[src/logic/iq_cfg.svh]
// sizes are fixed for two threads of 16 entries; IQ_PTR_W must equal log2 of IQ_DEPTH.
`ifndef IQ_CFG_SVH
`define IQ_CFG_SVH

// ~~~~~~~~~~~~~~~~~~~~~~~~~~~~~~~~~~~~~~~~~~~~~~~~~~~~~~~~~~~~~~~~~~~~~~~~~~~~
// storage geometry.
// ~~~~~~~~~~~~~~~~~~~~~~~~~~~~~~~~~~~~~~~~~~~~~~~~~~~~~~~~~~~~~~~~~~~~~~~~~~~~

// threads sharing the array.
`define IQ_THREADS 2
// entries per thread region.
`define IQ_DEPTH 16
`define IQ_PTR_W 4

// ~~~~~~~~~~~~~~~~~~~~~~~~~~~~~~~~~~~~~~~~~~~~~~~~~~~~~~~~~~~~~~~~~~~~~~~~~~~~
// port widths and stall level.
// ~~~~~~~~~~~~~~~~~~~~~~~~~~~~~~~~~~~~~~~~~~~~~~~~~~~~~~~~~~~~~~~~~~~~~~~~~~~~

`define IQ_WR_LANES 4
`define IQ_RD_LANES 2
// fill count that raises the full stall, leaves room for one full write group.
`define IQ_FULL_LEVEL 13

`endif

[src/logic/iq_ctl_pkg.sv]
// control types for the extra-data queue; widths follow the macros in the config header.
`default_nettype none

`include "iq_cfg.svh"

package iq_ctl_pkg;

  // thread id.
  typedef logic [$clog2(`IQ_THREADS)-1:0] thread_t;

  // position inside one thread region.
  typedef logic [`IQ_PTR_W-1:0] ptr_t;

  // storage address, thread id above the pointer.
  typedef logic [$bits(thread_t)+`IQ_PTR_W-1:0] addr_t;

  // fill count, 0 to IQ_DEPTH.
  typedef logic [$clog2(`IQ_DEPTH+1)-1:0] fill_t;

  // records written and read per cycle.
  typedef logic [$clog2(`IQ_WR_LANES+1)-1:0] wr_cnt_t;
  typedef logic [$clog2(`IQ_RD_LANES+1)-1:0] rd_cnt_t;

  // first valid slot of the input group.
  typedef logic [$clog2(`IQ_WR_LANES)-1:0] slot_t;

endpackage

`default_nettype wire

[src/logic/iq_ptr_ctl.sv]
// no underflow guard; the reader must not take more than the thread holds. flush blocks writes.
`timescale 1ns/1ps
`default_nettype none

`include "iq_cfg.svh"

module iq_ptr_ctl
  import iq_ctl_pkg::*;
(
  input  logic    clk,
  input  logic    rst,
  input  logic    flush,
  input  thread_t flush_thread,
  input  logic    fetch_stall,
  input  logic    write_en,
  input  thread_t write_thread,
  input  wr_cnt_t write_cnt,
  input  logic    issue_stall,
  input  thread_t read_thread,
  input  rd_cnt_t read_cnt,
  output logic    full_stall,
  output logic    write_accept,
  output ptr_t    tail,
  output addr_t   rd_addr0,
  output addr_t   rd_addr1,
  output logic    rd_load
);

  // per-thread state.
  ptr_t  head_q   [`IQ_THREADS];
  ptr_t  tail_q   [`IQ_THREADS];
  fill_t cnt_q    [`IQ_THREADS];

  ptr_t  head_nxt [`IQ_THREADS];
  ptr_t  tail_nxt [`IQ_THREADS];
  fill_t cnt_nxt  [`IQ_THREADS];

  logic  rd_step;
  ptr_t  rd_head;
  ptr_t  rd_head1;

  // ~~~~~~~~~~~~~~~~~~~~~~~~~~~~~~~~~~~~~~~~~~~~~~~~~~~~~~~~~~~~~~~~~~~~~~~~~~
  // handshake.
  // ~~~~~~~~~~~~~~~~~~~~~~~~~~~~~~~~~~~~~~~~~~~~~~~~~~~~~~~~~~~~~~~~~~~~~~~~~~

  // stall is on the writer's own fill level.
  assign full_stall   = (cnt_q[write_thread] >= fill_t'(`IQ_FULL_LEVEL));
  assign write_accept = write_en && !fetch_stall && !full_stall && !flush;

  // a flush cycle freezes both heads.
  assign rd_step = !issue_stall && !flush;
  assign rd_load = !issue_stall;

  assign tail = tail_q[write_thread];

  // ~~~~~~~~~~~~~~~~~~~~~~~~~~~~~~~~~~~~~~~~~~~~~~~~~~~~~~~~~~~~~~~~~~~~~~~~~~
  // pointer and count update per thread.
  // ~~~~~~~~~~~~~~~~~~~~~~~~~~~~~~~~~~~~~~~~~~~~~~~~~~~~~~~~~~~~~~~~~~~~~~~~~~

  for (genvar t = 0; t < `IQ_THREADS; t++) begin : g_thr
    logic    wr_hit;
    logic    rd_hit;
    wr_cnt_t wr_add;
    rd_cnt_t rd_add;

    assign wr_hit = write_accept && (write_thread == thread_t'(t));
    assign rd_hit = rd_step && (read_thread == thread_t'(t));
    assign wr_add = wr_hit ? write_cnt : '0;
    assign rd_add = rd_hit ? read_cnt : '0;

    // pointers wrap inside the 16-entry region.
    assign head_nxt[t] = head_q[t] + ptr_t'(rd_add);
    assign tail_nxt[t] = tail_q[t] + ptr_t'(wr_add);
    // write and read may land on the same thread in one cycle.
    assign cnt_nxt[t]  = cnt_q[t] + fill_t'(wr_add) - fill_t'(rd_add);

    always_ff @(posedge clk) begin
      if (rst) begin
        head_q[t] <= '0;
        tail_q[t] <= '0;
        cnt_q[t]  <= '0;
      end else if (flush && (flush_thread == thread_t'(t))) begin
        head_q[t] <= '0;
        tail_q[t] <= '0;
        cnt_q[t]  <= '0;
      end else begin
        head_q[t] <= head_nxt[t];
        tail_q[t] <= tail_nxt[t];
        cnt_q[t]  <= cnt_nxt[t];
      end
    end
  end

  // ~~~~~~~~~~~~~~~~~~~~~~~~~~~~~~~~~~~~~~~~~~~~~~~~~~~~~~~~~~~~~~~~~~~~~~~~~~
  // read addresses.
  // ~~~~~~~~~~~~~~~~~~~~~~~~~~~~~~~~~~~~~~~~~~~~~~~~~~~~~~~~~~~~~~~~~~~~~~~~~~

  // next head of the read thread and the entry behind it.
  assign rd_head  = head_nxt[read_thread];
  assign rd_head1 = rd_head + ptr_t'(1);

  assign rd_addr0 = {read_thread, rd_head};
  assign rd_addr1 = {read_thread, rd_head1};

endmodule

`default_nettype wire

[config.mk]
export PLATFORM = sky130hd
export DESIGN_NAME = iq_ptr_ctl
export DESIGN_NICKNAME = d
export VERILOG_FILES = /design/src/logic/iq_ctl_pkg.sv /design/src/logic/iq_ptr_ctl.sv
export VERILOG_INCLUDE_DIRS = /design/src /design/src/logic
export SDC_FILE = /design/constraint.sdc
export NUM_CORES = 1
export LEC_CHECK = 0
export ABC_AREA = 0
export BUFFER_PORTS_ARGS = -buffer_cell sky130_fd_sc_hd__buf_2
export CAP_MARGIN = 20
export CELL_PAD_IN_SITES_DETAIL_PLACEMENT = 0
export CELL_PAD_IN_SITES_GLOBAL_PLACEMENT = 1
export CORE_ASPECT_RATIO = 1.1
export CORE_MARGIN = 2
export CORE_UTILIZATION = 45
export DETAILED_ROUTE_END_ITERATION = 16
export GPL_TIMING_DRIVEN = 1
export HOLD_SLACK_MARGIN = 0.15
export PLACE_DENSITY_LB_ADDON = 0.25
export SYNTH_ARGS = -nofsm -noshare
export SYNTH_HDL_FRONTEND = slang
export SYNTH_SLANG_ARGS = --single-unit
[constraint.sdc]
create_clock -name clk -period 5.9 [get_ports clk]
set_clock_uncertainty 0.15 [all_clocks]
set_input_delay 1.77 -clock clk [delete_from_list [all_inputs] [get_ports clk]]
set_output_delay 1.77 -clock clk [all_outputs]
set_load 0.02 [all_outputs]
==> metrics <==
status=complete, no violations; Max Clk Rate=~180 MHz; Synth Cell Area=approximately 2100 um^2; Iteration-0 DRC Markers=46; H-tree depth=1; TritonCTS clock tree=built; I/O Buffers=30; vias in the first global route=~1.5k; setup slack after layout=around 190 ps; synth unique cells=39; Ys Warns=0; CP peak stage delay=approximately 420 ps; Num CTS Buffers=3; commonest non-fill, non-tap cell in the layout=inv_1; First-pass DRT Iterations=4; clock tree sinks=26; CP Data Required Time=around 4000 ps; Reg2Reg Depth=9; Final ANT Viol Nets=0; root buf cell=clkbuf_8; asr flop ratio synth=0%; most frequent cells in the layout=40 x inv_1, 30 x buf_2, 26 x edfxtp_1, 26 x conb_1, 22 x ha_1; DP HPWL=between 3000 and 4000 um; endpoints failing setup=0; CP cell instances=buf_2, buf_4, or3_1, fa_1, xnor2_1, mux2i_2, nor3b_2, xor2_1, buf_2; CP startpoint=flush; Lkg Pwr=1.23 nW; most used cell, CP=buf_2; Area contributors post-synth=edfxtp_1 37%, ha_1 14%, fa_1 7.6%, inv_1 7.1%, xor2_1 2.9%; routed vias=about 1.4k; Top Ports=31; Util after Layout=between 50% and 60%; CP max stage cell=or3_1; area leader, netlist=edfxtp_1; Core ar.=around 4600 um^2; proportion of layout cells with a drive suffix above 1=roughly a fifth; die height=approximately 76 um; Final Hold Vio Count=0; clock latency on the worst-skew pair=~270 ps; Area Growth Syn to Fin=16.5%; GR Overflow Total=0; Final #Nets=just over 300; Die ar.=about 5200 um^2; kind of critical path=primary input to primary output; Critical Path Source Type=primary input; clock buffer depth=2; wire per inst=12.1 um; clock transition at the registers of the reported paths=about 90 ps; sequential fraction of the synthesis area=37.2%; initial antenna violation count=0; unrepaired setup endpoints after global routing=no; post-synth top area share=a little under two fifths; Worst Path Arrival=3790 ps; crit path to=rd_addr1[3]; min Tclk post-route=roughly 5700 ps; Max VDD drop=about 0.097 mV; Max Cap Viol=0; worst reg2reg endpoint=cnt_q[0][4]; number of flops mapped to enable cells by yosys=26; # hold bufs at CTS=0; Avg Inst Size Synth=between 10 and 15 um^2; Initial Util=between 40 and 50%; largest net degree at the start of global routing=15; Primary FF master, synth=edfxtp_1; Yosys reg bits=26; FF-to-FF Start=cnt_q[0][0]; Post-Syn Instances=~200; die width=approximately 69 um; Tightest Hold Check Type=flip-flop to flip-flop; DR vias/cell=around 4.6; max-slew violation count=0; pre-CTS WS=roughly 27 ps; drt drc=0; first-pass GRT wire length=6510 um; ant diodes=0; Period Utilization, post-route=between 90 and 100%; Design Power=approximately 0.47 mW; Max Fanout on Critical Path=6; CP endpoint kind=primary output; setup tns final=0 ps; overall routed net length=~3800 um; reg2reg setup slack=around 2700 ps; pwr/cell area=approximately 190 nW/um^2; Rows=26; GR Util All Layers=15.8%; GPL Wtd Cong=around 0.74
-- layout make-up --
cell class                 count  area [um^2]
tap                           56         70.1
clock buffer                   3         41.3
sequential                    26          781
clock inverter                 1         3.75
inverter                      40          150
fill                         439         2110
multi-input combinational    157         1240
timing repair buffer          32          165
-- logic make-up after synthesis --
kind of cell               share of synthesized area [%]
and+or+nand+nor                                     15.4
buffers and inverters                               9.11
adders and majority gates                           21.3
DFF                                                 37.2
AOI/OAI and AO/OA                                   7.74
xor gates and xnor gates                            5.00
muxes                                               4.05
other                                              0.179
-- metal layers --
layer  track usage [%]  routed length (um)  part of all wire (%)
met1              19.7                1790                    47
met2              29.5                1840                    48
met3              2.38                 162                   4.2
met4              3.92                  30                  0.79
met5                 0                   0                     0
-- power by group --
group / switching (mW) / total [mW] / internal (mW) / leakage, nW
combinational: 0.0777 / 0.135 / 0.0571 / 0.943
sequential: 0.00943 / 0.231 / 0.221 / 0.267
clock: 0.0570 / 0.104 / 0.0466 / 0.0231
total: 0.144 / 0.469 / 0.325 / 1.23
-- synth_stat cells (3+ instances only) --
master    count
edfxtp_1     26
mux2_2        3
o21ai_0       3
mux2i_2       3
nand3_1       6
nor2b_1       5
xnor2_1       5
and2_1        7
nor2_1       16
inv_1        40
a21oi_1       6
nand2_1       5
fa_1          8
a21o_1        8
ha_1         23
nor3_1        6
xor2_1        7
-- how the worst min path moves through the flow --
stage                     slack (ps)  cells past startpoint           end    startpoint
final                            480                      2  tail_q[1][3]  tail_q[1][3]
after floorplan                  420                      2  tail_q[1][3]  tail_q[1][3]
after global placement           450                      2  tail_q[0][3]  tail_q[0][3]
after CTS                        490                      2  tail_q[1][3]  tail_q[1][3]
after global routing             550                      2  tail_q[0][3]  tail_q[0][3]
after detailed placement         460                      2  tail_q[1][3]  tail_q[1][3]
-- worst max-delay path: cells and delay by family --
kind                       cells  cell delay, ps
muxes                          1             150
adders and majority gates      1             420
buffers and inverters          3             460
xor gates and xnor gates       2             380
and+or+nand+nor                2             610
-- stage by stage --
stage	cell area, um^2	std cells	hold WS (ps)
floorplan	2190	229	423
global placement	2390	311	450
detailed placement	2390	311	459
CTS	2430	315	486
global route	2450	315	554
finish	2450	315	480
-- timing repair --
item                       in CTS  in global routing
buffers inserted                0                  0
gates resized for setup         0                  3
setup endpoints to repair       0                  2
-- registers in the layout, summed over array words and instances, names as in the netlist --
register and flops:
tail_q 8, head_q 8, cnt_q 10
No activity file was read; power rests on OpenSTA's default activity.
