File: config.mk
export PLATFORM = sky130hd
export DESIGN_NAME = iq_write_pack_flat
export DESIGN_NICKNAME = d
export VERILOG_FILES = /design/src/logic/iq_ctl_pkg.sv /design/src/logic/iq_payload_pkg.sv /design/src/logic/iq_wr_if.sv /design/src/logic/iq_write_pack.sv /design/src/flat_wrapper.sv
export VERILOG_INCLUDE_DIRS = /design/src /design/src/logic
export SDC_FILE = /design/constraint.sdc
export NUM_CORES = 1
export LEC_CHECK = 0
export BUFFER_PORTS_ARGS = -buffer_cell sky130_fd_sc_hd__buf_2
export CAP_MARGIN = 5
export CORE_AREA = 2 2 86 88
export DETAILED_ROUTE_END_ITERATION = 10
export DIE_AREA = 0 0 88 90
export SETUP_SLACK_MARGIN = 0.4
export SYNTH_ARGS = -nofsm -noshare
export SYNTH_HDL_FRONTEND = slang
export SYNTH_SLANG_ARGS = --single-unit
export TNS_END_PERCENT = 100
File: constraint.sdc
create_clock -name vclk -period 0.8
set_clock_uncertainty 0.05 [all_clocks]
set_input_delay 0.08 -clock vclk [all_inputs]
set_output_delay 0.08 -clock vclk [all_outputs]
set_load 0.01 [all_outputs]
File: src/logic/iq_cfg.svh
// sizes are fixed for two threads of 16 entries; IQ_PTR_W must equal log2 of IQ_DEPTH.
`ifndef IQ_CFG_SVH
`define IQ_CFG_SVH

// ~~~~~~~~~~~~~~~~~~~~~~~~~~~~~~~~~~~~~~~~~~~~~~~~~~~~~~~~~~~~~~~~~~~~~~~~~~~~
// storage geometry.
// ~~~~~~~~~~~~~~~~~~~~~~~~~~~~~~~~~~~~~~~~~~~~~~~~~~~~~~~~~~~~~~~~~~~~~~~~~~~~

// threads sharing the array.
`define IQ_THREADS 2
// entries per thread region.
`define IQ_DEPTH 16
`define IQ_PTR_W 4

// ~~~~~~~~~~~~~~~~~~~~~~~~~~~~~~~~~~~~~~~~~~~~~~~~~~~~~~~~~~~~~~~~~~~~~~~~~~~~
// port widths and stall level.
// ~~~~~~~~~~~~~~~~~~~~~~~~~~~~~~~~~~~~~~~~~~~~~~~~~~~~~~~~~~~~~~~~~~~~~~~~~~~~

`define IQ_WR_LANES 4
`define IQ_RD_LANES 2
// fill count that raises the full stall, leaves room for one full write group.
`define IQ_FULL_LEVEL 13

`endif

File: src/logic/iq_ctl_pkg.sv
// control types for the extra-data queue; widths follow the macros in the config header.
`default_nettype none

`include "iq_cfg.svh"

package iq_ctl_pkg;

  // thread id.
  typedef logic [$clog2(`IQ_THREADS)-1:0] thread_t;

  // position inside one thread region.
  typedef logic [`IQ_PTR_W-1:0] ptr_t;

  // storage address, thread id above the pointer.
  typedef logic [$bits(thread_t)+`IQ_PTR_W-1:0] addr_t;

  // fill count, 0 to IQ_DEPTH.
  typedef logic [$clog2(`IQ_DEPTH+1)-1:0] fill_t;

  // records written and read per cycle.
  typedef logic [$clog2(`IQ_WR_LANES+1)-1:0] wr_cnt_t;
  typedef logic [$clog2(`IQ_RD_LANES+1)-1:0] rd_cnt_t;

  // first valid slot of the input group.
  typedef logic [$clog2(`IQ_WR_LANES)-1:0] slot_t;

endpackage

`default_nettype wire

File: src/logic/iq_payload_pkg.sv
// extra-data record stored per fetched instruction; 45 bits packed, field order is fixed.
`default_nettype none

package iq_payload_pkg;

  // ~~~~~~~~~~~~~~~~~~~~~~~~~~~~~~~~~~~~~~~~~~~~~~~~~~~~~~~~~~~~~~~~~~~~~~~~~~
  // side data carried beside the main instruction queue.
  // ~~~~~~~~~~~~~~~~~~~~~~~~~~~~~~~~~~~~~~~~~~~~~~~~~~~~~~~~~~~~~~~~~~~~~~~~~~

  typedef struct packed {
    // predicted branch target.
    logic [31:0] target;
    // predictor says taken.
    logic        taken;
    // predictor saw a branch here.
    logic        pred_branch;
    // offset of the instruction inside the fetch block.
    logic [9:0]  pc_off;
    // last instruction of its fetch bundle.
    logic        last;
  } iq_extra_t;

endpackage

`default_nettype wire

File: src/logic/iq_wr_if.sv
// four-lane storage write bus; enabled lanes must carry distinct addresses.
`timescale 1ns/1ps
`default_nettype none

`include "iq_cfg.svh"

interface iq_wr_if
  import iq_ctl_pkg::*;
#(
  parameter type payload_t = logic
) ();

  // one address, data word and enable per lane.
  addr_t    addr [`IQ_WR_LANES];
  payload_t data [`IQ_WR_LANES];
  logic     en   [`IQ_WR_LANES];

  // lane packer side.
  modport src (
    output addr,
    output data,
    output en
  );

  // storage side, all enabled lanes write on the same edge.
  modport mem (
    input addr,
    input data,
    input en
  );

endinterface

`default_nettype wire

File: src/logic/iq_write_pack.sv
// writer keeps write_start+write_cnt at 4 or less; lanes past slot 3 repeat slot 3, disabled.
`timescale 1ns/1ps
`default_nettype none

`include "iq_cfg.svh"

module iq_write_pack
  import iq_ctl_pkg::*, iq_payload_pkg::*;
(
  input  logic      write_accept,
  input  thread_t   write_thread,
  input  ptr_t      tail,
  input  wr_cnt_t   write_cnt,
  input  slot_t     write_start,
  input  iq_extra_t write_data0,
  input  iq_extra_t write_data1,
  input  iq_extra_t write_data2,
  input  iq_extra_t write_data3,
  iq_wr_if.src      wr
);

  localparam int SUM_W = $bits(slot_t) + 1;

  iq_extra_t slot_data [`IQ_WR_LANES];

  assign slot_data[0] = write_data0;
  assign slot_data[1] = write_data1;
  assign slot_data[2] = write_data2;
  assign slot_data[3] = write_data3;

  for (genvar i = 0; i < `IQ_WR_LANES; i++) begin : g_lane
    logic [SUM_W-1:0] slot_sum;
    slot_t            slot_sel;

    // lane i takes slot start+i, clamped to the last slot.
    assign slot_sum = {1'b0, write_start} + SUM_W'(i);
    assign slot_sel = (slot_sum >= SUM_W'(`IQ_WR_LANES)) ?
                      slot_t'(`IQ_WR_LANES - 1) : slot_t'(slot_sum);

    assign wr.data[i] = slot_data[slot_sel];
    // tail+i wraps inside the thread region.
    assign wr.addr[i] = {write_thread, tail + ptr_t'(i)};
    assign wr.en[i]   = write_accept && (wr_cnt_t'(i) < write_cnt);
  end

endmodule

`default_nettype wire

File: src/flat_wrapper.sv
// flat-port wrapper written by rule: the top's interface ports become plain ports
module iq_write_pack_flat import iq_ctl_pkg::*, iq_payload_pkg::*;
  (write_accept, write_thread, tail, write_cnt, write_start, write_data0, write_data1, write_data2, write_data3, wr_addr, wr_data, wr_en);
  iq_wr_if wr_i ();
  input  logic write_accept;
  input  thread_t write_thread;
  input  ptr_t tail;
  input  wr_cnt_t write_cnt;
  input  slot_t write_start;
  input  iq_extra_t write_data0;
  input  iq_extra_t write_data1;
  input  iq_extra_t write_data2;
  input  iq_extra_t write_data3;
  output wire logic [$bits(wr_i.addr)-1:0] wr_addr;
  output wire logic [$bits(wr_i.data)-1:0] wr_data;
  output wire logic [$bits(wr_i.en)-1:0] wr_en;
  assign wr_addr = {>>{wr_i.addr}};
  assign wr_data = {>>{wr_i.data}};
  assign wr_en = {>>{wr_i.en}};
  iq_write_pack u_core (.write_accept(write_accept), .write_thread(write_thread), .tail(tail), .write_cnt(write_cnt), .write_start(write_start), .write_data0(write_data0), .write_data1(write_data1), .write_data2(write_data2), .write_data3(write_data3), .wr(wr_i));
endmodule
==> flow_summary.json, run 1 <==
{
  "multi_input_area_um2": 338,
  "gr-total-overflow": 0,
  "cp-start-kind": "input pin",
  "grt_start_max_net_pins": 6,
  "die_h_um": 90,
  "fin_cells": 172,
  "hold_viol_final": 0,
  "num_antenna_cells": 0,
  "netlist_instances": 36,
  "grt_setup_unrepaired": "yes",
  "hold_start": "write_thread",
  "rows": 31,
  "dpl.hpwl_um": 882,
  "placed_area_um2": 674,
  "ys_seq_area_share_pct": 0,
  "hold_buffers": 0,
  "synth_area_um2": 294,
  "vias": 385,
  "netlist_top_cells_count": "buf_4 (10), ha_1 (4), inv_1 (4)",
  "initial_core_util_pct": 4.19,
  "power_density_mw_per_mm2": 565,
  "holdPathEnd": "wr_addr[14]",
  "boundaryPins": 219,
  "synth_area_leader_cell": "buf_4",
  "wl_per_cell_um": 6.13,
  "areaGrowthSynthToFinish_pct": 246,
  "synth.distinct_cells": 16,
  "ant_nets": 0,
  "grt_pass1_wl_mm": 1.60,
  "drive_gt1_share_pct": 97.3,
  "design.seq.count": 0,
  "cpPeakStageDelay_ns": 0.28,
  "violations": "setup timing",
  "min_period_over_period_pct": 122,
  "drt_iter0_markers": 1,
  "route.detailed.drc": 0,
  "vdd_drop_max_v": 0.000110,
  "dieArea_mm2": 0.00792,
  "finalWeightedCongestion": 0.673,
  "grt_usage_pct": 2.33,
  "synth_top_area_share_pct": 25.5,
  "slowest_stage": "mux2_4",
  "nClkBuffers": 0,
  "yosys.cell_count.top_type": "buf_4",
  "slew-limit-headroom_pct": 92.0,
  "arrival_ns": 0.85,
  "path_cells": "buf_6 > mux2_4 > mux2_4 > buf_6",
  "setup_tns_ns": -0.780,
  "whs_path_depth": 0,
  "utilization_pct": 14.5,
  "setup_viol": 9,
  "wirelength_mm": 1.05,
  "die_x_um": 88,
  "crit_type": "input pin to primary output",
  "crit_path_max_fanout": 2,
  "fmax_mhz": 1020,
  "fin_ws_ns": -0.176,
  "postSynthAreaPerCell_um2": 8.17,
  "fin_crit_ns": 0.976,
  "tightest_slew_ns": 0.120,
  "power_leakage_nw": 0.435,
  "maxSlewViolCount": 0,
  "grt_pass1_vias": 379,
  "yosysWarnings": 0,
  "core-area_mm2": 0.00702,
  "status": "complete, but fails checks",
  "synth_nets": 231,
  "cp-end-kind": "primary output",
  "seqCellArea_um2": 0,
  "nFillCells": 774,
  "antenna_found_initial": 0,
  "dr.pass1.iters": 2,
  "design_area_mm2": 0.00102,
  "dp_cells": 169,
  "required_ns": 0.67,
  "worstHoldPathType": "input pin to primary output",
  "drt-vias-per-instance": 2.24,
  "yosys-top-cells-area": "buf_4 (26%), ha_1 (17%), mux4_1 (8.9%)",
  "nets": 270,
  "maxCapViolCount": 0,
  "holdWs_ns": 0.110,
  "io_buffer_count": 38
}
[stage by stage]
step / power (W) / setup slack (ns)
after floorplan: 0.000217 / 0.0387
after global placement: 0.000360 / -0.262
after detailed placement: 0.000364 / -0.277
after CTS: 0.000538 / -0.179
after global routing: 0.000612 / -0.187
final: 0.000574 / -0.176
[worst max path at each step]
stage / from / end
floorplan: write_start[0] / wr_data[2]
global placement: tail[1] / wr_addr[3]
detailed placement: tail[1] / wr_addr[3]
CTS: write_start[0] / wr_data[2]
global route: write_start[0] / wr_data[2]
finish: write_start[0] / wr_data[2]
[layer usage]
| layer | vias to the layer above | part of all wire [%] | global-route usage, % | wire [µm] |
|---|---|---|---|---|
| met1 | 176 | 27 | 1.77 | 288 |
| met4 | 0 | 0 | 0.128 | 0 |
| met3 | 0 | 19 | 1.10 | 202 |
| li1 | 179 | - | - | - |
| met5 | - | 0 | 0 | 0 |
| met2 | 30 | 53 | 5.11 | 563 |
[area by class of cell]
type                            count  share of cell area (%)
Inverter                            4                    3.45
Timing Repair Buffer               48                    51.1
Tap cell                           99                    12.2
Multi-Input combinational cell     21                    33.3
[cell families (layout without fill, tap and decap cells)]
kind of cell	count (synthesis)	after routing	share of synthesized area, %
AOI/OAI and AO/OA	4	4	8.94
xor gates and xnor gates	5	5	14.9
adders and majority gates	4	4	17.0
buffers and inverters	15	52	31.9
muxes	4	4	20.4
and+or+nand+nor	4	4	6.81
[worst max-delay path, delay by kind of cell]
kind	cells	cell delay [ns]
mux	2	0.55
buf+inv	2	0.21
[cells in the final DEF (no fill, tap or decap)]
| cell | Yosys | final |
|---|---|---|
| xnor2_2 | 0 | 3 |
| buf_4 | 10 | 2 |
| clkinv_8 | 0 | 1 |
| nor2_4 | 0 | 1 |
| ha_4 | 0 | 4 |
| buf_6 | 0 | 27 |
| nand2_4 | 0 | 1 |
| mux4_2 | 0 | 1 |
| o21a_1 | 1 | 1 |
| buf_8 | 0 | 6 |
| mux2_4 | 0 | 3 |
| and2_4 | 0 | 1 |
| buf_2 | 0 | 10 |
| buf_12 | 0 | 3 |
| inv_2 | 0 | 2 |
| xor2_2 | 0 | 2 |
| inv_8 | 0 | 1 |
| o31a_1 | 1 | 1 |
| nor2b_2 | 0 | 1 |
| a21oi_4 | 0 | 2 |
[what timing repair did]
action | 4_1_cts | 5_1_grt
setup endpoints to repair | 24 | 24
endpoints found under the hold margin | 0 | 0
pin swaps | 7 | 7
buffers inserted | 2 | 1
resized for setup | 60 | 12
[power by group]
group | switching, W | total [W] | internal, W | leakage [nW]
logic | 0.000213 | 0.000574 | 0.000360 | 0.435
clock network | 0 | 0 | 0 | 0
registers | 0 | 0 | 0 | 0
(Power assumes the default switching activity.)
==> inputs of run 2 (changes only) <==
==> constraint.sdc (replaced) <==
create_clock -name vclk -period 1.3
set_clock_uncertainty 0.05 [all_clocks]
set_input_delay 0.13 -clock vclk [all_inputs]
set_output_delay 0.13 -clock vclk [all_outputs]
set_load 0.01 [all_outputs]
==> flow_summary.json, run 2 (synthesis gave the netlist of run 1 again) <==
{
  "grt_start_max_net_pins": 7,
  "drt-vias-per-instance": 2.10,
  "slew-limit-headroom_pct": 91.5,
  "highest_layer": "met3",
  "die_x_um": 88,
  "dieArea_mm2": 0.00792,
  "worstHoldPathType": "input pin to primary output",
  "areaGrowthSynthToFinish_pct": 143,
  "layout_commonest_cell": "buf_2",
  "cp_common_cell": "mux2_4",
  "tightest_slew_ns": 0.128,
  "route.detailed.drc": 0,
  "whs_path_depth": 0,
  "crit_type": "input pin to primary output",
  "fmax_mhz": 921,
  "pre_cts_ws_ns": 0.133,
  "boundaryPins": 219,
  "vdd_drop_max_v": 0.0000813,
  "path_depth": 4,
  "m1WireLength_um": 281,
  "nFillCells": 805,
  "crit_buf_inv": 2,
  "placed_area_um2": 541,
  "gr-total-overflow": 0,
  "ant_nets": 0,
  "layout_common_cells": "buf_2 (30), ha_4 (4), buf_8 (3), buf_6 (3)",
  "maxCapViolCount": 0,
  "seqCellArea_um2": 0,
  "grt_pass1_wl_mm": 1.23,
  "met2_wirelength_um": 477,
  "design_area_um2": 713,
  "drt_iter0_markers": 1,
  "wl_met3_um": 150,
  "design.seq.count": 0,
  "grt_usage_pct": 1.83,
  "cp-start-kind": "input pin",
  "core-area_mm2": 0.00702,
  "wl_per_cell_um": 5.54,
  "maxSlewViolCount": 0,
  "vias": 345,
  "num_antenna_cells": 0,
  "power_density_mw_per_mm2": 338,
  "cpPeakStageDelay_ns": 0.28,
  "drive_gt1_share_pct": 83.1,
  "required_ns": 1.12,
  "setup_tns_ns": 0,
  "arrival_ns": 0.91,
  "antenna_found_initial": 0,
  "setup_viol": 0,
  "hold_viol_final": 0,
  "hold_buffers": 0,
  "slowest_stage": "mux2_4",
  "cp-endpoint": "wr_data[2]",
  "initial_core_util_pct": 4.19,
  "cp-end-kind": "primary output",
  "dr.pass1.iters": 2,
  "fin_cells": 164,
  "finalWeightedCongestion": 0.638,
  "fin_ws_ns": 0.214,
  "dp_cells": 162,
  "nets": 262,
  "crit_path_max_fanout": 3,
  "fin_crit_ns": 1.09,
  "status": "complete, no violations",
  "grt_setup_unrepaired": "yes",
  "power_leakage_nw": 0.312,
  "dpl.hpwl_um": 684,
  "rows": 31,
  "wirelength_um": 909,
  "path_cells": "buf_8 > mux2_4 > mux2_4 > buf_6",
  "path_delay_family": "multiplexers",
  "min_period_over_period_pct": 83.6,
  "crit_path_start": "write_start[0]",
  "die_h_um": 90,
  "io_buffer_count": 38,
  "nClkBuffers": 0,
  "grt_pass1_vias": 286,
  "total_power_w": 0.000241
}
run 2: what timing repair did:
action,CTS,global route
setup endpoints to repair,11,8
setup buffers,0,2
gates resized for setup,32,8
pin swaps,6,2
endpoints found under the hold margin,0,0
run 2: cell type report:
| class | count | area (µm²) | area share [%] |
|---|---|---|---|
| tap | 99 | 124 | 17.4 |
| timing repair buffer | 40 | 284 | 39.8 |
| multi-input combinational | 21 | 283 | 39.6 |
| inverter | 4 | 22.5 | 3.16 |
run 2: through the flow:
step | util, % | hold slack, ns
global route | 10.2 | 0.211
CTS | 9.39 | 0.212
floorplan | - | 0.268
finish | 10.2 | 0.211
detailed placement | 7.70 | 0.212
global placement | 7.70 | 0.212
run 2: how the worst min path moves through the flow:
| stage | start | to |
|---|---|---|
| 3_3_place_gp | write_thread | wr_addr[9] |
| 3_5_place_dp | write_thread | wr_addr[9] |
| 6_report | write_thread | wr_addr[9] |
| 4_1_cts | write_thread | wr_addr[9] |
| 2_1_floorplan | tail[3] | wr_addr[3] |
| 5_1_grt | write_thread | wr_addr[9] |
run 2: where the power goes:
part | switching, W | internal, W
logic | 0.000106 | 0.000135
clock network | 0 | 0
registers | 0 | 0
run 2: routing by layer:
layer | track usage (%) | vias up
met5 | 0 | -
met4 | 0 | 0
met3 | 0.551 | 0
met2 | 4.23 | 38
met1 | 1.43 | 141
li1 | - | 166
