File: src/logic/iq_cfg.svh
// sizes are fixed for two threads of 16 entries; IQ_PTR_W must equal log2 of IQ_DEPTH.
`ifndef IQ_CFG_SVH
`define IQ_CFG_SVH

// ~~~~~~~~~~~~~~~~~~~~~~~~~~~~~~~~~~~~~~~~~~~~~~~~~~~~~~~~~~~~~~~~~~~~~~~~~~~~
// storage geometry.
// ~~~~~~~~~~~~~~~~~~~~~~~~~~~~~~~~~~~~~~~~~~~~~~~~~~~~~~~~~~~~~~~~~~~~~~~~~~~~

// threads sharing the array.
`define IQ_THREADS 2
// entries per thread region.
`define IQ_DEPTH 16
`define IQ_PTR_W 4

// ~~~~~~~~~~~~~~~~~~~~~~~~~~~~~~~~~~~~~~~~~~~~~~~~~~~~~~~~~~~~~~~~~~~~~~~~~~~~
// port widths and stall level.
// ~~~~~~~~~~~~~~~~~~~~~~~~~~~~~~~~~~~~~~~~~~~~~~~~~~~~~~~~~~~~~~~~~~~~~~~~~~~~

`define IQ_WR_LANES 4
`define IQ_RD_LANES 2
// fill count that raises the full stall, leaves room for one full write group.
`define IQ_FULL_LEVEL 13

`endif

File: src/logic/iq_ctl_pkg.sv
// control types for the extra-data queue; widths follow the macros in the config header.
`default_nettype none

`include "iq_cfg.svh"

package iq_ctl_pkg;

  // thread id.
  typedef logic [$clog2(`IQ_THREADS)-1:0] thread_t;

  // position inside one thread region.
  typedef logic [`IQ_PTR_W-1:0] ptr_t;

  // storage address, thread id above the pointer.
  typedef logic [$bits(thread_t)+`IQ_PTR_W-1:0] addr_t;

  // fill count, 0 to IQ_DEPTH.
  typedef logic [$clog2(`IQ_DEPTH+1)-1:0] fill_t;

  // records written and read per cycle.
  typedef logic [$clog2(`IQ_WR_LANES+1)-1:0] wr_cnt_t;
  typedef logic [$clog2(`IQ_RD_LANES+1)-1:0] rd_cnt_t;

  // first valid slot of the input group.
  typedef logic [$clog2(`IQ_WR_LANES)-1:0] slot_t;

endpackage

`default_nettype wire

File: src/logic/iq_wr_if.sv
// four-lane storage write bus; enabled lanes must carry distinct addresses.
`timescale 1ns/1ps
`default_nettype none

`include "iq_cfg.svh"

interface iq_wr_if
  import iq_ctl_pkg::*;
#(
  parameter type payload_t = logic
) ();

  // one address, data word and enable per lane.
  addr_t    addr [`IQ_WR_LANES];
  payload_t data [`IQ_WR_LANES];
  logic     en   [`IQ_WR_LANES];

  // lane packer side.
  modport src (
    output addr,
    output data,
    output en
  );

  // storage side, all enabled lanes write on the same edge.
  modport mem (
    input addr,
    input data,
    input en
  );

endinterface

`default_nettype wire

File: src/logic/iq_extra_ram.sv
// array contents are not reset; reads are asynchronous from registered addresses, so writes show first.
`timescale 1ns/1ps
`default_nettype none

`include "iq_cfg.svh"

module iq_extra_ram
  import iq_ctl_pkg::*;
#(
  parameter type payload_t = logic
) (
  input  logic     clk,
  input  logic     rst,
  iq_wr_if.mem     wr,
  input  logic     rd_load,
  input  addr_t    rd_addr0,
  input  addr_t    rd_addr1,
  output payload_t rd_data0,
  output payload_t rd_data1
);

  localparam int ENTRIES = `IQ_THREADS * `IQ_DEPTH;

  payload_t mem [ENTRIES];

  addr_t rd_addr0_q;
  addr_t rd_addr1_q;

  // ~~~~~~~~~~~~~~~~~~~~~~~~~~~~~~~~~~~~~~~~~~~~~~~~~~~~~~~~~~~~~~~~~~~~~~~~~~
  // write ports.
  // ~~~~~~~~~~~~~~~~~~~~~~~~~~~~~~~~~~~~~~~~~~~~~~~~~~~~~~~~~~~~~~~~~~~~~~~~~~

  // lane addresses never collide.
  always_ff @(posedge clk) begin
    for (int i = 0; i < `IQ_WR_LANES; i++) begin
      if (wr.en[i]) begin
        mem[wr.addr[i]] <= wr.data[i];
      end
    end
  end

  // ~~~~~~~~~~~~~~~~~~~~~~~~~~~~~~~~~~~~~~~~~~~~~~~~~~~~~~~~~~~~~~~~~~~~~~~~~~
  // read ports.
  // ~~~~~~~~~~~~~~~~~~~~~~~~~~~~~~~~~~~~~~~~~~~~~~~~~~~~~~~~~~~~~~~~~~~~~~~~~~

  always_ff @(posedge clk) begin
    if (rst) begin
      rd_addr0_q <= '0;
      rd_addr1_q <= '0;
    end else if (rd_load) begin
      rd_addr0_q <= rd_addr0;
      rd_addr1_q <= rd_addr1;
    end
  end

  assign rd_data0 = mem[rd_addr0_q];
  assign rd_data1 = mem[rd_addr1_q];

endmodule

`default_nettype wire

File: src/flat_wrapper.sv
// flat-port wrapper written by rule: the top's interface ports become plain ports
module iq_extra_ram_flat import iq_ctl_pkg::*;
#(
  parameter type payload_t = logic
)
  (clk, rst, rd_load, rd_addr0, rd_addr1, rd_data0, rd_data1, wr_addr, wr_data, wr_en);
  iq_wr_if #(.payload_t(payload_t)) wr_i ();
  input  logic clk;
  input  logic rst;
  input  logic rd_load;
  input  addr_t rd_addr0;
  input  addr_t rd_addr1;
  output payload_t rd_data0;
  output payload_t rd_data1;
  input wire logic [$bits(wr_i.addr)-1:0] wr_addr;
  input wire logic [$bits(wr_i.data)-1:0] wr_data;
  input wire logic [$bits(wr_i.en)-1:0] wr_en;
  assign wr_i.addr = {>>{wr_addr}};
  assign wr_i.data = {>>{wr_data}};
  assign wr_i.en = {>>{wr_en}};
  iq_extra_ram #(.payload_t(payload_t)) u_core (.clk(clk), .rst(rst), .wr(wr_i), .rd_load(rd_load), .rd_addr0(rd_addr0), .rd_addr1(rd_addr1), .rd_data0(rd_data0), .rd_data1(rd_data1));
endmodule
File: config.mk
export PLATFORM = sky130hd
export DESIGN_NAME = iq_extra_ram_flat
export DESIGN_NICKNAME = d
export VERILOG_FILES = /design/src/logic/iq_ctl_pkg.sv /design/src/logic/iq_wr_if.sv /design/src/logic/iq_extra_ram.sv /design/src/flat_wrapper.sv
export VERILOG_INCLUDE_DIRS = /design/src /design/src/logic
export SDC_FILE = /design/constraint.sdc
export NUM_CORES = 1
export LEC_CHECK = 0
export ABC_AREA = 1
export BUFFER_PORTS_ARGS = -buffer_cell sky130_fd_sc_hd__buf_4
export CORE_MARGIN = 5
export CORE_UTILIZATION = 35
export CTS_CLUSTER_DIAMETER = 50
export CTS_CLUSTER_SIZE = 14
export DETAILED_ROUTE_END_ITERATION = 8
export HOLD_SLACK_MARGIN = 0.15
export RECOVER_POWER = 50
export SYNTH_ARGS = -nofsm -noshare
export SYNTH_HDL_FRONTEND = slang
export SYNTH_SLANG_ARGS = --single-unit
File: constraint.sdc
create_clock -name clk -period 1.5 [get_ports clk]
set_input_delay 0.3 -clock clk [delete_from_list [all_inputs] [get_ports clk]]
set_output_delay 0.3 -clock clk [all_outputs]
set_load 0.03 [all_outputs]
==> flow_summary.ini, run 1 <==
[outcome]
status = finished, violations left
violations = setup timing

[worst_setup_path]
criticalPathCategory = register to output pin
crit_top_cell = nand2_1
r2r-start = u_core.rd_addr0_q[0]
cp_top_family = simple AND/OR/NAND/NOR gates
cp_data_arrival_time_ps = 1570
crit_path_top_delay_cell = dfxtp_4
worstPathCellList = clkbuf_16, nand2_1, nand3_2, nand3_2, nand2_1, nand2_1, nand2_1, nand2_2, nand2_4, buf_6
critPathCapture = rd_data1
endpoint_kind = output pin
crit_cells = 10
reg2regPathDepth = 2
r2r_slack_ps = 840
worst-path-buf-inv = 2
max_stage_delay_ps = 420
crit_required_ps = 1200
start_kind = register
path_max_fanout = 8

[clock_tree]
clock_latency_ps = 300
htreeDepth = 2
cts.sinks = 52
clock-root-buffer = clkbuf_16
cts_tree = done
clkTransAtPathRegs_ps = 80
ctsHoldBuffers = 0
cts_made_buffers = 5
max-clock-path-buffers = 2

[floorplan]
die_y_um = 121.3
core_region_area_um2 = 12060
die_area_um2 = 14720
ioPinCount = 43
initial_core_util = 0.3596
rows = 40
die_x_um = 121.3

[synth]
ys.flop_type = edfxtp_1
yosys.area.top_type = edfxtp_1
synth_area_um2 = 4338
syn-num-nets = 747
ys_async_sr_fraction = 0
synth_warnings = 0
ys_ff_latch = 52
synthTopCellsByArea = edfxtp_1 (22%), nand2_1 (19%), nand3_1 (13%)
synth-edff-count = 32
synth_area_per_cell_um2 = 6.144
yosys.area.top_type_share = 0.2215
post-synth-top-count-cell = nand2_1
ys_types = 25
synth-seq-area-share = 0.3138
synth_cells = 706
synth_common_cells = nand2_1 (217), nand3_1 (114), inv_1 (82)

[sta]
slew_violations = 0
final.setup.worst_slack_ps = -367.4
final-hold-violation-count = 0
max_freq_mhz = 535.5
finalCritPeriodShare = 1.245
rsz0062_at_grt = true
min_period_ps = 1867
relSlewSlack = 0.7416
worst_pin_slew_ps = 387.6
setup_viol = 2
fin_skew_ps = 2.407

[pwr]
p_leak_nw = 2.521
p_per_area_nw_per_um2 = 686.2
ir_drop_mv = 0.4424

[final_layout]
final_cells = 968
final_nets = 840
num_antenna_cells = 0
drive_above_1_share = 0.2025
area_delta_synth_final_pct = 30.05
final_cell_area_um2 = 5642
fillCellCount = 1255

[flow_run]
cap_viol_max_count = 0

[place]
post_dp_cell_area_um2 = 5341
io_buffer_count = 42
dp_cells = 958
gp_congestion = 0.9418
dp_hpwl_mm = 12.66

[routing]
num_vias = 5298
routed_wl_mm = 16.30
detail_route.iter0.violations = 594
drc_errors = 0
vias_per_cell = 5.473
ant_nets = 0
post_drt_wl_per_cell_um = 16.84
drt_first_pass_iters = 8

[grt]
grt_overflow = 0
antenna_found_initial = 0
grt_pass1_wl_mm = 25.95
grt.total_usage = 0.2250
grt_max_degree = 19
grt_pass1_vias = 5067

[worst_hold_path]
hold_class = primary input to register
## kinds of logic (layout without fill, tap and decap cells)
family                 after synthesis  in the layout  share of synthesized area
AND/OR/NAND/NOR                    425            425                     0.4240
buffers and inverters              110            204                    0.09893
AO/OA/AOI/OAI                      119            119                     0.1633
flip-flops                          52             52                     0.3138
## power by group
group	switching, mW	internal [mW]
combinational	0.571	0.388
sequential	0.0587	1.59
clock	0.626	0.636
total	1.26	2.62
## how the worst min path moves through the flow
stage / slack (ps) / cells after the start / endpoint / start
6_report: 240 / 2 / register / rst
5_1_grt: 250 / 2 / u_core.rd_addr0_q[4] / rst
4_1_cts: 240 / 2 / u_core.rd_addr0_q[2] / rst
3_5_place_dp: 450 / 2 / register / u_core.rd_addr0_q[2]
3_3_place_gp: 450 / 2 / u_core.rd_addr1_q[3] / u_core.rd_addr1_q[3]
2_1_floorplan: 440 / 2 / register / u_core.rd_addr0_q[1]
## metrics by stage
step	power, mW	utilization	hold slack (ps)	worst slack (ps)	TNS [ps]
4_1_cts	3.858	0.4627	236.9	-339.1	-626.9
3_5_place_dp	2.578	0.4428	451.7	-161.9	-1387
2_1_floorplan	2.147	-	440.4	44.63	0
5_1_grt	4.043	0.4677	248.7	-449.3	-885.9
6_report	3.871	0.4677	237.7	-367.4	-670.0
3_3_place_gp	2.562	0.4428	451.3	-108.0	-614.3
## cell usage in the layout, fill, tap and decap left out
cell | netlist | routed
nand2_1 | 217 | 203
nand3_1 | 114 | 100
buf_4 | 0 | 84
inv_1 | 82 | 78
nor2_1 | 63 | 63
a21oi_1 | 51 | 51
edfxtp_1 | 32 | 32
o211ai_1 | 21 | 21
dfxtp_1 | 20 | 18
nor3_1 | 16 | 16
nand3_2 | 0 | 14
o21ai_1 | 13 | 13
o21ai_0 | 12 | 12
nand2_2 | 1 | 11
a21oi_2 | 10 | 10
nand4_1 | 9 | 9
clkbuf_1 | 13 | 7
clkbuf_4 | 1 | 7
a31oi_1 | 6 | 6
a22oi_1 | 6 | 6
clkbuf_16 | 0 | 6
buf_12 | 0 | 6
nor3_4 | 4 | 4
nand2_4 | 0 | 4
buf_6 | 0 | 4
clkinv_1 | 3 | 3
inv_2 | 1 | 3
inv_6 | 0 | 3
inv_4 | 1 | 2
dfxtp_4 | 0 | 2
nor3_2 | 1 | 1
inv_8 | 0 | 1
## per-layer routing
layer  vias to the layer above  track usage  part of all wire
met3                        55      0.05221             0.091
li1                       2549            -                 -
met5                         -            0                 0
met1                      2412       0.2845              0.41
met2                       282       0.3665              0.45
met4                         0      0.09594             0.040
## what timing repair did
action,in CTS,in global routing
setup endpoints to repair,2,2
cloned,1,1
pin swaps,14,26
setup buffers,0,0
resized for setup,30,14
## area by class of cell
cell class                 instances  area [um^2]  share of cell area
clock buffer                       5        125.1             0.02218
clock inverter                     3        23.77            0.004214
inverter                          87        341.6             0.06055
multi-input combinational        544         2673              0.4737
sequential                        52         1369              0.2426
tap                              168        210.2             0.03726
timing repair buffer             109        899.6              0.1595
(Power assumes the default switching activity.)
==> run 2: changes to the inputs <==
--- a/config.mk
+++ b/config.mk
@@ -8,13 +8,12 @@
 export LEC_CHECK = 0
 export ABC_AREA = 1
 export BUFFER_PORTS_ARGS = -buffer_cell sky130_fd_sc_hd__buf_4
-export CORE_MARGIN = 5
+export CORE_MARGIN = 2
 export CORE_UTILIZATION = 35
 export CTS_CLUSTER_DIAMETER = 50
-export CTS_CLUSTER_SIZE = 14
 export DETAILED_ROUTE_END_ITERATION = 8
 export HOLD_SLACK_MARGIN = 0.15
-export RECOVER_POWER = 50
+export RECOVER_POWER = 100
 export SYNTH_ARGS = -nofsm -noshare
 export SYNTH_HDL_FRONTEND = slang
 export SYNTH_SLANG_ARGS = --single-unit
==> run 2 against run 1 <==
  * Critical endpoint unchanged
  * Sequential share of layout area is 0.56 points lower
  * Combinational power grew 4%
  * Cell area rose by 2.4%
  * The flow still finishes with violations (setup timing)
  * Largest power group unchanged
  * Die area shrank 9.6%
  * Clock power barely moved
==> flow_summary.ini, run 2 (synthesis gave the netlist of run 1 again) <==
[sta]
final-hold-violation-count = 0
worst_pin_slew_ps = 661.9
final.setup.worst_slack_ps = -344.9
fin_skew_ps = 2.687
rsz0062_at_grt = true
min_period_ps = 1845
relSlewSlack = 0.5554
max_freq_mhz = 542.0
final.setup.tns_ps = -767.2
finalCritPeriodShare = 1.230
setup_viol = 6
slew_violations = 0

[pwr]
p_total_mw = 3.923
p_per_area_nw_per_um2 = 679.3
p_leak_nw = 2.559
ir_drop_mv = 0.4854

[grt]
grt_pass1_wl_mm = 25.45
grt.total_usage = 0.2465
grt_max_degree = 26
grt_pass1_vias = 4924
antenna_found_initial = 0
grt_overflow = 0

[clock_tree]
cts_tree = done
cts.sinks = 52
ctsHoldBuffers = 0
max-clock-path-buffers = 2
clkTransAtPathRegs_ps = 80
clock_latency_ps = 300
postCtsSetupBuffers = 0
cts_made_buffers = 5
htreeDepth = 2
clock-root-buffer = clkbuf_16

[final_layout]
area_delta_synth_final_pct = 33.11
num_antenna_cells = 0
final_cell_area_um2 = 5774
final_cell_mix = nand2_1 (186), buf_4 (81), nand3_1 (79)
final_common_cell = nand2_1
final_nets = 838
drive_above_1_share = 0.2469
utilization = 0.4787

[worst_setup_path]
endpoint_kind = output pin
crit_required_ps = 1200
start_kind = register
path_max_fanout = 8
criticalPathCategory = register to output pin
cp_data_arrival_time_ps = 1540

[routing]
post_drt_wl_per_cell_um = 17.21
num_vias = 5325
drt_first_pass_iters = 7
ant_nets = 0
vias_per_cell = 5.512
routed_wl_mm = 16.62
detail_route.iter0.violations = 664
drc_errors = 0

[floorplan]
die_x_um = 115.3
die_y_um = 115.3
initial_core_util = 0.3596
die_area_um2 = 13300
rows = 40
ioPinCount = 43
core_region_area_um2 = 12060

[worst_hold_path]
hold_class = primary input to register

[place]
dp_hpwl_mm = 12.46
post_dp_cell_area_um2 = 5339
io_buffer_count = 42
gp_congestion = 1.024

[flow_run]
cap_viol_max_count = 0

[outcome]
violations = setup timing
status = finished, violations left
## run 2: metal layers
layer	routed length, um	share of wire	up-vias	GRT usage
met5	0	0	-	0
met4	471	0.028	0	0.09237
met3	1335	0.080	44	0.02583
met2	7961	0.48	310	0.4230
met1	6855	0.41	2421	0.3195
li1	-	-	2550	-
## run 2: worst max-delay path, cell delays in order (launching register included)
cell and delay (ps):
dfxtp_4 420, clkbuf_16 180, nand2_2 60, nand3_2 80, nand3_2 80, nand2_2 50, nand2_1 40, nand2_1 80
nand2_2 70, nand2_4 60, buf_6 120
## run 2: per-stage QoR
stage                     std cells  setup WS [ps]  hold WS [ps]
after floorplan                 706          44.63         440.4
final                           966         -344.9         241.2
after global routing            966         -403.6         261.7
after CTS                       965         -328.4         247.3
after global placement          956         -129.6         453.2
after detailed placement        956         -141.2         454.2
## run 2: where the power goes
group,internal (mW),switching [mW]
clock,0.636,0.630
sequential,1.59,0.0600
combinational,0.405,0.599
## run 2: final cells by class
cell class                      count  area [um^2]
Clock buffer                        5        125.1
Tap cell                          168        210.2
Timing Repair Buffer              107        898.4
Inverter                           87        344.1
Multi-Input combinational cell    544         2804
Sequential cell                    52         1369
Fill cell                        1219         6287
Clock inverter                      3        23.77
## run 2: final timing paths
check | startpoint | endpoint | slack [ps] | depth (start not counted)
min | rst | register | 240 | 2
max | register | rd_data1 | -340 | 10
min reg2reg | u_core.rd_addr0_q[2] | register | 460 | 2
max reg2reg | u_core.rd_addr1_q[0] | register | 840 | 2
## run 2: timing repair
item / in CTS / in global routing
pin swaps: 21 / 43
setup endpoints to repair: 2 / 2
gates cloned: 1 / 1
resized for setup: 31 / 50
==> run 3: changes to the inputs <==
--- a/config.mk
+++ b/config.mk
@@ -13,7 +13,7 @@
 export CTS_CLUSTER_DIAMETER = 50
 export DETAILED_ROUTE_END_ITERATION = 8
 export HOLD_SLACK_MARGIN = 0.15
-export RECOVER_POWER = 100
+export RECOVER_POWER = 25
 export SYNTH_ARGS = -nofsm -noshare
 export SYNTH_HDL_FRONTEND = slang
 export SYNTH_SLANG_ARGS = --single-unit
==> run 3 against run 2 <==
  * The flow still finishes with violations (setup timing)
  * Count of clock-buffer cells in the layout stayed put
  * Clock power hardly changed
  * Fmax is 0.11% higher
  * Power is 0.16% lower
  * Critical path depth stayed put
  * Non-clock buffer count stayed put
  * Cell area is 0.78% higher
  * Final cell count stayed put
  * Via count stayed put
  * Sequential share of layout area is 0.18 points lower
==> flow_summary.ini, run 3 (synthesis gave the netlist of run 1 again) <==
[worst_setup_path]
criticalPathCategory = register to output pin
crit_top_cell = nand2_2
crit_path_top_delay_cell = dfxtp_4
path_max_fanout = 8
crit_cells = 10
endpoint_kind = output pin
worst-path-buf-inv = 2
start_kind = register
worstPathCellList = clkbuf_16, nand2_2, nand3_2, nand3_2, nand2_2, nand2_1, nand2_1, nand2_2, nand2_4, buf_6
cp_top_family = simple AND/OR/NAND/NOR gates
max_stage_delay_ps = 420
reg2regPathDepth = 2
crit_required_ps = 1200
cp_data_arrival_time_ps = 1540

[clock_tree]
clock-root-buffer = clkbuf_16
ctsHoldBuffers = 0
clock_latency_ps = 300
max-clock-path-buffers = 2
cts_made_buffers = 5
cts_tree = done
cts.sinks = 52
clkTransAtPathRegs_ps = 80
htreeDepth = 2

[final_layout]
regArea_um2 = 1369
fillCellCount = 1214
final_cell_area_um2 = 5819
final_cells = 966
final_nets = 838
area_delta_synth_final_pct = 34.15
num_antenna_cells = 0
drive_above_1_share = 0.2544
final_cell_mix = nand2_1 (186), buf_4 (93), nand3_1 (79)
final_common_cell = nand2_1
multiInputGateArea_um2 = 2815

[pwr]
ir_drop_mv = 0.4864
p_total_mw = 3.916
p_leak_nw = 2.585
p_per_area_nw_per_um2 = 673.0

[sta]
rsz0062_at_grt = true
setup_viol = 2
min_period_ps = 1843
slew_violations = 0
final-hold-violation-count = 0
whs_ps = 239.7
final.setup.worst_slack_ps = -342.9
finalCritPeriodShare = 1.229
fin_skew_ps = 4.736
max_freq_mhz = 542.6
relSlewSlack = 0.7285
worst_pin_slew_ps = 405.0

[floorplan]
die_x_um = 115.3
rows = 40
die_area_um2 = 13300
core_region_area_um2 = 12060
ioPinCount = 43
die_y_um = 115.3
initial_core_util = 0.3596

[routing]
post_drt_wl_per_cell_um = 17.15
num_vias = 5325
vias_per_cell = 5.512
routed_wl_mm = 16.57
drc_errors = 0
ant_nets = 0
detail_route.iter0.violations = 606
drt_first_pass_iters = 9

[place]
gp_congestion = 1.024
dp_hpwl_mm = 12.46
io_buffer_count = 42
post_dp_cell_area_um2 = 5339
pre_cts_slack_ps = -141.2
dp_cells = 956

[grt]
grt_pass1_wl_mm = 25.45
grt_pass1_vias = 4924
grt_overflow = 0
grt_max_degree = 26
antenna_found_initial = 0
grt.total_usage = 0.2465

[worst_hold_path]
hold_class = primary input to register
min_path_cells = 2

[outcome]
status = finished, violations left
violations = setup timing

[flow_run]
cap_viol_max_count = 0
[run 3: worst register-to-register path, delay by kind of cell (launching register included)]
| kind | cells | cell delay (ps) |
|---|---|---|
| AOI/OAI and AO/OA | 1 | 210 |
| DFF | 1 | 320 |
| and+or+nand+nor | 1 | 50 |
[run 3: stage by stage]
step	TNS, ps	util
finish	-684.4	0.4825
floorplan	0	-
global placement	-1335	0.4426
global route	-805.5	0.4825
CTS	-594.9	0.4645
detailed placement	-1919	0.4426
[run 3: final cells by class]
type	count	area share
multi-input combinational	544	0.4838
clock buffer	5	0.02150
clock inverter	3	0.004085
sequential	52	0.2352
tap	168	0.03612
inverter	87	0.05913
timing repair buffer	107	0.1602
[run 3: path summary, 6_finish.rpt]
kind | from | endpoint | slack, ps
worst min-delay path | rst | register | 240
worst max-delay path | register | rd_data1 | -340
worst min register to register | u_core.rd_addr0_q[2] | u_core.rd_addr0_q[2] | 460
worst max register to register | u_core.rd_addr1_q[0] | register | 820
[run 3: layer usage]
metal,global-route usage,vias to the layer above,wire (um)
met4,0.09237,0,522
met1,0.3195,2442,6906
met5,0,-,0
met3,0.02583,45,1241
met2,0.4230,284,7896
li1,-,2554,-
[run 3: timing repair]
action,4_1_cts,5_1_grt
gates cloned,1,1
buffers inserted,0,0
pin swaps,21,43
gates resized for setup,31,50
endpoints found under the setup margin,2,2
hold endpoints to repair,0,0
[run 3: report_power, final]
| group | internal [mW] | switching [mW] |
|---|---|---|
| logic | 0.414 | 0.601 |
| clock network | 0.636 | 0.612 |
| registers | 1.59 | 0.0602 |
| total | 2.64 | 1.27 |
